===== config.mk =====
export PLATFORM = sky130hd
export DESIGN_NAME = axis_conv_engine
export DESIGN_NICKNAME = d
export VERILOG_FILES = /design/src/rtl/conv_cfg_pkg.sv /design/src/rtl/conv_stream_pkg.sv /design/src/rtl/axis_conv_engine.sv /design/src/rtl/conv_unit.sv /design/src/rtl/axis_shift_buffer.sv /design/src/rtl/axis_reg_slice.sv
export VERILOG_INCLUDE_DIRS = /design/src /design/src/rtl
export SDC_FILE = /design/constraint.sdc
export NUM_CORES = 2
export LEC_CHECK = 0
export ABC_AREA = 1
export ABC_CLOCK_PERIOD_IN_PS = 5050
export BUFFER_PORTS_ARGS = -buffer_cell sky130_fd_sc_hd__clkbuf_2
export CAP_MARGIN = 20
export CORE_MARGIN = 5
export CORE_UTILIZATION = 57
export DETAILED_ROUTE_END_ITERATION = 10
export PLACE_DENSITY_LB_ADDON = 0.08
export SYNTH_ARGS = -nofsm -noshare
export SYNTH_HDL_FRONTEND = slang
export SYNTH_SLANG_ARGS = --single-unit

===== constraint.sdc =====
create_clock -name aclk -period 5.05 [get_ports aclk]
set_input_delay 0.7575 -clock aclk [delete_from_list [all_inputs] [get_ports aclk]]
set_output_delay 0.7575 -clock aclk [all_outputs]
set_load 0.005 [all_outputs]

===== src/rtl/conv_defines.svh =====
////////////////////
// Sizes of the core, KERNEL_H_MAX must be odd
// ACC_WIDTH can overflow on large channel counts
////////////////////
`ifndef CONV_DEFINES_SVH
`define CONV_DEFINES_SVH

`define CONV_UNITS       4
`define DATA_WIDTH       8
`define KERNEL_H_MAX     3
`define ACC_WIDTH        20
`define MULTIPLIER_DELAY 2

// Counter widths
`define KROW_W           2
`define CIN_W            4
`define COLS_W           4

`endif

===== src/rtl/conv_cfg_pkg.sv =====
////////////////////
// Job configuration and window side info
////////////////////
`default_nettype none

`include "conv_defines.svh"

package conv_cfg_pkg;

    typedef struct packed {
        logic [`KROW_W-1:0] kernel_h_1;
        logic               is_max;
        logic               is_relu;
        logic [`COLS_W-1:0] cols_1;
        logic [`CIN_W-1:0]  cin_1;
    } conv_cfg_t;

    typedef struct packed {
        logic [`KROW_W-1:0] krow;
        logic               first;
        logic               is_max;
    } tuser_t;

endpackage

`default_nettype wire


===== src/rtl/conv_stream_pkg.sv =====
////////////////////
// Beat layouts of the pixel, weight, window and output streams
////////////////////
`default_nettype none

`include "conv_defines.svh"

package conv_stream_pkg;

    // Unit rows plus the halo rows
    localparam int PIX_N = `CONV_UNITS + `KERNEL_H_MAX - 1;

    typedef logic signed [`DATA_WIDTH-1:0] data_t;
    typedef logic signed [`ACC_WIDTH-1:0]  acc_t;

    typedef struct packed {
        data_t [PIX_N-1:0] pix;
    } pix_beat_t;

    // One weight per kernel row, same channel
    typedef struct packed {
        data_t [`KERNEL_H_MAX-1:0] w;
    } wgt_beat_t;

    typedef struct packed {
        data_t [`CONV_UNITS-1:0] pix;
        logic                    last;
        conv_cfg_pkg::tuser_t    user;
    } win_beat_t;

    typedef struct packed {
        acc_t [`CONV_UNITS-1:0] res;
        logic                   last;
    } out_beat_t;

endpackage

`default_nettype wire


===== src/rtl/axis_conv_engine.sv =====
////////////////////
// Output has no ready, hold it off with aclken
// Start is ignored until done
////////////////////
`timescale 1ns/1ps
`default_nettype none

`include "conv_defines.svh"

module axis_conv_engine (
    input  wire                            aclk,
    input  wire                            aclken,
    input  wire                            rst_n,
    input  wire                            start,
    input  wire conv_cfg_pkg::conv_cfg_t   cfg,
    input  wire                            pixels_s_valid,
    input  wire conv_stream_pkg::pix_beat_t pixels_s_data,
    output logic                           pixels_s_ready,
    input  wire                            weights_s_valid,
    input  wire conv_stream_pkg::wgt_beat_t weights_s_data,
    output logic                           weights_s_ready,
    output logic                           m_valid,
    output conv_stream_pkg::out_beat_t     m_data,
    output logic                           done
);

    import conv_cfg_pkg::*;
    import conv_stream_pkg::*;

    pix_beat_t          pixels_q_data;
    logic               pixels_q_valid;
    logic               pixels_q_ready;
    logic               pixels_slice_ready;
    wgt_beat_t          weights_q_data;
    logic               weights_q_valid;
    logic               weights_q_ready;
    logic               weights_slice_ready;
    win_beat_t          win_data;
    logic               win_valid;
    logic               win_ready;
    logic               sb_active;
    logic               conv_valid;
    logic               u_ready [`CONV_UNITS];
    logic               u_valid [`CONV_UNITS];
    logic               u_last  [`CONV_UNITS];
    acc_t               u_data  [`CONV_UNITS];
    conv_cfg_t          cfg_q;
    logic               job_q;
    logic [`COLS_W-1:0] grp_q;

    assign pixels_s_ready  = pixels_slice_ready && sb_active;
    assign weights_s_ready = weights_slice_ready && sb_active;

    axis_reg_slice #(.payload_t(pix_beat_t)) pixels_slice (
        .aclk(aclk), .aclken(aclken), .rst_n(rst_n),
        .s_valid(pixels_s_valid && sb_active), .s_data(pixels_s_data),
        .s_ready(pixels_slice_ready),
        .m_valid(pixels_q_valid), .m_data(pixels_q_data), .m_ready(pixels_q_ready)
    );

    axis_reg_slice #(.payload_t(wgt_beat_t)) weights_slice (
        .aclk(aclk), .aclken(aclken), .rst_n(rst_n),
        .s_valid(weights_s_valid && sb_active), .s_data(weights_s_data),
        .s_ready(weights_slice_ready),
        .m_valid(weights_q_valid), .m_data(weights_q_data), .m_ready(weights_q_ready)
    );

    axis_shift_buffer shift_buffer (
        .aclk(aclk), .aclken(aclken), .rst_n(rst_n),
        .start(start && !job_q), .cfg(cfg), .active(sb_active),
        .s_valid(pixels_q_valid), .s_data(pixels_q_data), .s_ready(pixels_q_ready),
        .m_valid(win_valid), .m_data(win_data), .m_ready(win_ready)
    );

    // Join of window and weight beat, units are identical so unit 0 speaks for all
    assign conv_valid      = win_valid && weights_q_valid;
    assign win_ready       = u_ready[0] && weights_q_valid;
    assign weights_q_ready = u_ready[0] && win_valid;

    for (genvar i = 0; i < `CONV_UNITS; i++) begin : g_unit
        conv_unit unit (
            .aclk(aclk), .aclken(aclken), .rst_n(rst_n), .is_relu(cfg_q.is_relu),
            .s_valid(conv_valid), .s_pixel(win_data.pix[i]), .s_weights(weights_q_data),
            .s_last(win_data.last), .s_user(win_data.user), .s_ready(u_ready[i]),
            .m_valid(u_valid[i]), .m_data(u_data[i]), .m_last(u_last[i])
        );
    end

    assign m_valid = u_valid[0];

    always_comb begin
        m_data.last = u_last[0] && (grp_q == cfg_q.cols_1);
        for (int i = 0; i < `CONV_UNITS; i++) begin
            m_data.res[i] = u_data[i];
        end
    end

    // Output group counter
    always_ff @(posedge aclk) begin
        if (!rst_n) begin
            cfg_q <= '0;
            job_q <= 1'b0;
            grp_q <= '0;
            done  <= 1'b0;
        end else if (aclken) begin
            done <= 1'b0;
            if (start && !job_q) begin
                cfg_q <= cfg;
                job_q <= 1'b1;
                grp_q <= '0;
            end
            if (u_valid[0]) begin
                if (grp_q == cfg_q.cols_1) begin
                    grp_q <= '0;
                    job_q <= 1'b0;
                    done  <= 1'b1;
                end else begin
                    grp_q <= grp_q + 1'b1;
                end
            end
        end
    end

endmodule

`default_nettype wire


===== src/rtl/conv_unit.sv =====
////////////////////
// Never stalls, s_ready follows aclken
// MULTIPLIER_DELAY must be at least 1
////////////////////
`timescale 1ns/1ps
`default_nettype none

`include "conv_defines.svh"

module conv_unit (
    input  wire                          aclk,
    input  wire                          aclken,
    input  wire                          rst_n,
    input  wire                          is_relu,
    input  wire                          s_valid,
    input  wire signed [`DATA_WIDTH-1:0] s_pixel,
    input  wire conv_stream_pkg::wgt_beat_t s_weights,
    input  wire                          s_last,
    input  wire conv_cfg_pkg::tuser_t    s_user,
    output logic                         s_ready,
    output logic                         m_valid,
    output logic signed [`ACC_WIDTH-1:0] m_data,
    output logic                         m_last
);

    import conv_stream_pkg::*;

    localparam int MD = `MULTIPLIER_DELAY;

    typedef struct packed {
        logic valid;
        logic last;
        logic first;
        logic is_max;
    } stage_t;

    stage_t [MD-1:0]                 st_q;
    acc_t                            val_q [MD];
    data_t                           w_sel;
    logic signed [2*`DATA_WIDTH-1:0] prod;
    acc_t                            val_d;
    acc_t                            val_o;
    stage_t                          st_o;
    acc_t                            acc_q;
    acc_t                            acc_nx;

    assign s_ready = aclken;
    assign w_sel   = s_weights.w[s_user.krow];
    assign prod    = s_pixel * w_sel;
    // Max mode bypasses the product
    assign val_d   = s_user.is_max ? acc_t'(s_pixel) : acc_t'(prod);
    assign val_o   = val_q[MD-1];
    assign st_o    = st_q[MD-1];

    always_ff @(posedge aclk) begin
        if (!rst_n) begin
            st_q <= '0;
        end else if (aclken) begin
            st_q[0] <= '{valid: s_valid, last: s_last, first: s_user.first,
                         is_max: s_user.is_max};
            for (int k = 1; k < MD; k++) begin
                st_q[k] <= st_q[k-1];
            end
        end
    end

    always_ff @(posedge aclk) begin
        if (aclken) begin
            val_q[0] <= val_d;
            for (int k = 1; k < MD; k++) begin
                val_q[k] <= val_q[k-1];
            end
        end
    end

    always_comb begin
        if (st_o.first) begin
            acc_nx = val_o;
        end else if (st_o.is_max) begin
            acc_nx = (val_o > acc_q) ? val_o : acc_q;
        end else begin
            acc_nx = acc_q + val_o;
        end
    end

    always_ff @(posedge aclk) begin
        if (!rst_n) begin
            m_valid <= 1'b0;
            m_last  <= 1'b0;
        end else if (aclken) begin
            m_valid <= st_o.valid && st_o.last;
            m_last  <= st_o.valid && st_o.last;
        end
    end

    // Result is taken from acc_nx so the next group can start at once
    always_ff @(posedge aclk) begin
        if (aclken && st_o.valid) begin
            acc_q <= acc_nx;
            if (st_o.last) begin
                m_data <= (is_relu && acc_nx[`ACC_WIDTH-1]) ? '0 : acc_nx;
            end
        end
    end

endmodule

`default_nettype wire


===== src/rtl/axis_shift_buffer.sv =====
////////////////////
// One window per kernel row, input stalls while a beat drains
////////////////////
`timescale 1ns/1ps
`default_nettype none

`include "conv_defines.svh"

module axis_shift_buffer (
    input  wire                         aclk,
    input  wire                         aclken,
    input  wire                         rst_n,
    input  wire                         start,
    input  wire conv_cfg_pkg::conv_cfg_t cfg,
    output logic                        active,
    input  wire                         s_valid,
    input  wire conv_stream_pkg::pix_beat_t s_data,
    output logic                        s_ready,
    output logic                        m_valid,
    output conv_stream_pkg::win_beat_t  m_data,
    input  wire                         m_ready
);

    import conv_cfg_pkg::*;
    import conv_stream_pkg::*;

    conv_cfg_t          cfg_q;
    pix_beat_t          rest_q;
    logic [`KROW_W-1:0] krow_q;
    logic [`KROW_W-1:0] krow_nx;
    logic [`CIN_W-1:0]  cin_q;
    logic [`CIN_W-1:0]  cin_n;
    logic [`COLS_W-1:0] col_q;
    logic [`COLS_W-1:0] col_n;
    logic               beats_done;
    logic               hs;
    logic               row_end;
    logic               load;
    logic               step;
    logic               job_end;

    assign hs      = m_valid && m_ready && aclken;
    assign row_end = (krow_q == cfg_q.kernel_h_1);
    assign krow_nx = krow_q + 1'b1;
    // Next beat may enter on the handshake of the last row
    assign s_ready = active && !beats_done && (!m_valid || (m_ready && row_end));
    assign load    = s_valid && s_ready && aclken;
    assign step    = hs && !row_end;
    assign job_end = hs && row_end && (cin_q == cfg_q.cin_1) && (col_q == cfg_q.cols_1);

    always_ff @(posedge aclk) begin
        if (!rst_n) begin
            cfg_q      <= '0;
            active     <= 1'b0;
            beats_done <= 1'b0;
            m_valid    <= 1'b0;
            krow_q     <= '0;
            cin_q      <= '0;
            col_q      <= '0;
            cin_n      <= '0;
            col_n      <= '0;
        end else if (aclken) begin
            if (start && !active) begin
                cfg_q      <= cfg;
                active     <= 1'b1;
                beats_done <= 1'b0;
                cin_n      <= '0;
                col_n      <= '0;
            end
            if (load) begin
                m_valid <= 1'b1;
                krow_q  <= '0;
                cin_q   <= cin_n;
                col_q   <= col_n;
                if (cin_n == cfg_q.cin_1) begin
                    cin_n      <= '0;
                    col_n      <= col_n + 1'b1;
                    beats_done <= (col_n == cfg_q.cols_1);
                end else begin
                    cin_n <= cin_n + 1'b1;
                end
            end else if (step) begin
                krow_q <= krow_nx;
            end else if (hs) begin
                m_valid <= 1'b0;
            end
            if (job_end) begin
                active <= 1'b0;
            end
        end
    end

    // Unit i sees pixel i+krow, rest_q drops one pixel per row
    always_ff @(posedge aclk) begin
        if (aclken && load) begin
            for (int i = 0; i < `CONV_UNITS; i++) begin
                m_data.pix[i] <= s_data.pix[i];
            end
            rest_q.pix       <= s_data.pix >> `DATA_WIDTH;
            m_data.last      <= (cfg_q.kernel_h_1 == '0) && (cin_n == cfg_q.cin_1);
            m_data.user.krow <= '0;
            m_data.user.first <= (cin_n == '0);
            m_data.user.is_max <= cfg_q.is_max;
        end else if (aclken && step) begin
            for (int i = 0; i < `CONV_UNITS; i++) begin
                m_data.pix[i] <= rest_q.pix[i];
            end
            rest_q.pix        <= rest_q.pix >> `DATA_WIDTH;
            m_data.last       <= (krow_nx == cfg_q.kernel_h_1) && (cin_q == cfg_q.cin_1);
            m_data.user.krow  <= krow_nx;
            m_data.user.first <= 1'b0;
        end
    end

endmodule

`default_nettype wire


===== src/rtl/axis_reg_slice.sv =====
////////////////////
// Two-entry skid buffer, s_ready comes from a register
////////////////////
`timescale 1ns/1ps
`default_nettype none

module axis_reg_slice #(
    parameter type payload_t = logic
) (
    input  wire           aclk,
    input  wire           aclken,
    input  wire           rst_n,
    input  wire           s_valid,
    input  wire payload_t s_data,
    output logic          s_ready,
    output logic          m_valid,
    output payload_t      m_data,
    input  wire           m_ready
);

    payload_t skid_data;
    logic     skid_valid;
    logic     push;
    logic     drain;

    assign s_ready = !skid_valid;
    assign push    = s_valid && s_ready;
    assign drain   = !m_valid || m_ready;

    always_ff @(posedge aclk) begin
        if (!rst_n) begin
            m_valid    <= 1'b0;
            skid_valid <= 1'b0;
        end else if (aclken) begin
            if (drain) begin
                m_valid    <= skid_valid || push;
                skid_valid <= 1'b0;
            end else if (push) begin
                skid_valid <= 1'b1;
            end
        end
    end

    // Skid entry drains first to keep beat order
    always_ff @(posedge aclk) begin
        if (aclken) begin
            if (drain) begin
                m_data <= skid_valid ? skid_data : s_data;
            end else if (push) begin
                skid_data <= s_data;
            end
        end
    end

endmodule

`default_nettype wire


==> reports/results.txt <==
status: finished, final reports clean
Synth top cells by count: nand2_1 (1,062), inv_1 (886), edfxtp_1 (507), nor2_1 (492), nand3_1 (284)
Final Setup Violations: 0
Area Growth Syn to Fin: 12.3%
Gate power share: 19.9%
internal power: 8.69 mW
Die H: 275 µm
Clk pwr share: 35.4%
Core Rows: 97
H-tree levels: 2
Synth Flop Type: edfxtp_1
Max clock buf depth: 3
Pwr Density: 271 nW/µm²
Slew Limit Headroom: 32.3%
Area contributors post-synth: edfxtp_1 (38%), fa_1 (11%), nand2_1 (10%)
library cells used by synthesis: 48
element type at the critical path start: flop
clk slew on worst S/H paths: 70 ps
Final Util: 64.4%
post-synth top area share: 38.0%
HPWL Detailed: 66,800 µm
Post-Synthesis Cell Area: 40,000 µm²
initial antenna violation count: 0
max-cap violations: 0
vias per cell: 5.21
final WL: 93,000 µm
most frequent cell after synthesis: nand2_1
via count: 30,586
pre-CTS setup slack: -99.7 ps
Peak VDD IR: 289 µV
overall routing resource usage: 23.9%
Congestion Overflow GR: 0
1st-iter DRT viols: 2,178
Fin Hold WS: 326 ps
final setup TNS: 0 ps
Tcrit/Tclk final: 96.1%
Die W: 275 µm
sequential-to-total area share from yosys stat: 40.9%
Sw Ratio: 28.6%
P_leak: 21.3 nW
Worst Path Required: 5420 ps
unrepaired setup endpoints after global routing: yes
First-pass DRT Iterations: 5
I/O pin count: 175
CTS tree: done
Synth area leader: edfxtp_1
Avg Inst Size Synth: 8.55 µm²
final hold violations: 0
CP endpoint kind: flop
Initial Util: 57.3%
share of power burned in registers: 44.7%
crit path DAT: 5220 ps
CTS Buf Count: 59
clock root cell: clkbuf_16
Post-synth EDFFs: 507
Sink Count: 565
Yosys reg bits: 565
number of global-route vias before repair: 28,891
Hold Crit Class: in -> reg
setup ws final: 195 ps
asr flop ratio synth: 0%
first-pass GRT wire length: 148,000 µm
CP max FO: 7
Post-Synthesis Cells: 4,682
ANT cells: 0
post-route antenna net violation count: 0
Yosys Warn Count: 0
CORE AREA: 69,800 µm²
clock latency on the worst-skew pair: 640 ps
Multi-input gate area: 20,300 µm²
Psw: 3.48 mW
die area: 75,600 µm²
CTS Hold Bufs: 0
GPL Wtd Cong: 0.880
average routed wire per standard cell: 15.8 µm
share of cells above drive strength 1: 11.3%
Final Max Tran Viols: 0
Tmin final: 4850 ps
measured slew at the worst slew-check pin: 1020 ps
Filler cells: 6,005
port bufs: 174
DRC violations left: 0
Layout Nets: 5,471
Crit Path Class: reg -> reg
largest net degree at the start of global routing: 131
Worst Skew: 39.9 ps
Syn Nets: 5,272
f_max: 206 MHz
Pwr Total: 12.2 mW
sequential standard cell area: 16,400 µm²
-- sequential cells by signal, indices dropped and copies added, names as in the netlist, 5 cells and up --
name / count
pixels_slice.m_data: 48
weights_slice.skid_data: 24
g_unit.unit.val_q: 128
g_unit.unit.acc_q: 80
shift_buffer.rest_q: 40
pixels_slice.skid_data: 48
g_unit.unit.m_data: 80
cfg_q: 5
shift_buffer.cfg_q: 11
weights_slice.m_data: 24
shift_buffer.m_data: 37
-- cell usage in the layout, fill, tap and decap left out, types with 40 or more instances in the layout --
cell type  netlist  final
o21ai_0        203    180
xor2_1          40     40
nand2_1       1062   1053
ha_1           276    253
buf_4            0     72
nor2_1         492    468
a21oi_1        203    185
clkbuf_2         0    173
fa_1           224    217
dfxtp_1         58     55
nand3_1        284    283
clkbuf_16        0     63
inv_1          886    871
edfxtp_1       507    507
-- logic make-up after synthesis --
| group | share of synthesized area, % |
|---|---|
| AND/OR/NAND/NOR | 20.5 |
| XOR/XNOR | 1.33 |
| AO/OA/AOI/OAI | 7.60 |
| flip-flops | 40.9 |
| buffers and inverters | 9.76 |
| adder cells (fa/ha/maj) | 19.8 |
-- repair_timing --
| action | 4_1_cts | 5_1_grt |
|---|---|---|
| setup endpoints to repair | 9 | 29 |
| pin swaps | 0 | 16 |
| cloned | 0 | 4 |
| resized for setup | 10 | 138 |
| setup buffers | 3 | 13 |
-- per-stage QoR --
step                      instance area, µm²  std cells
final                                  44900       5871
after global routing                   44900       5871
after CTS                              44200       5855
after detailed placement               42300       5741
after global placement                 42200       5740
after floorplan                        40000       4682
-- per-layer routing --
layer  up-vias  wire length [µm]  global-route usage (%)
met3       111              5010                    2.95
li1      15309                 -                       -
met1     14400             43300                    35.2
met5         -                 0                       0
met4         0              1780                    4.98
met2       766             42800                    38.7
-- worst max-delay path: stages (launching register included) --
cell        delay (ps)
edfxtp_1           360
nor2_1             130
nor2_1              50
o21ai_1             80
nand2_2            110
clkinvlp_4          90
buf_12             140
buf_6              110
buf_4              130
nor2_2              40
fa_1               530
inv_1               50
fa_1               520
inv_1               50
fa_1               470
inv_1               50
fa_1               470
inv_1               60
ha_4               210
inv_2               70
o21bai_1            80
inv_1               90
o21ai_2             80
nand2_1             80
o2111ai_1          110
or2_2              290
nand3_1             70
nand2_1             50
-- power groups by stage --
stage	Clock (mW)	Combinational, mW	Sequential (mW)
after global placement	0	2.17	5.53
after global routing	4.63	2.73	5.45
after detailed placement	0	2.21	5.53
after CTS	4.41	2.23	5.43
after floorplan	0	1.58	5.48
final	4.31	2.42	5.44
-- path summary, 6_finish.rpt --
check             cells past startpoint  slack, ps                                    end                                  start
setup reg to reg                     27        200  g_unit[2].unit.val_q[0][14]$_DFFE_PP_      weights_slice.m_data[2]$_DFFE_PP_
hold / removal                        1        330    pixels_slice.skid_data[1]$_DFFE_PP_                       pixels_s_data[1]
hold reg to reg                       0        410  g_unit[2].unit.val_q[0][32]$_DFFE_PP_  g_unit[2].unit.val_q[0][12]$_DFFE_PP_
setup / recovery                     27        200  g_unit[2].unit.val_q[0][14]$_DFFE_PP_      weights_slice.m_data[2]$_DFFE_PP_
-- cell type report --
class	count	share of cell area, %
inverters	898	7.54
clock inverters	32	0.685
well taps	940	2.62
flip-flops and latches	565	36.5
multi-input cells	3090	45.1
repair inverters	1	0.0195
clock buffers	79	3.57
repair buffers	266	3.95
No activity file was read; power rests on OpenSTA's default activity.
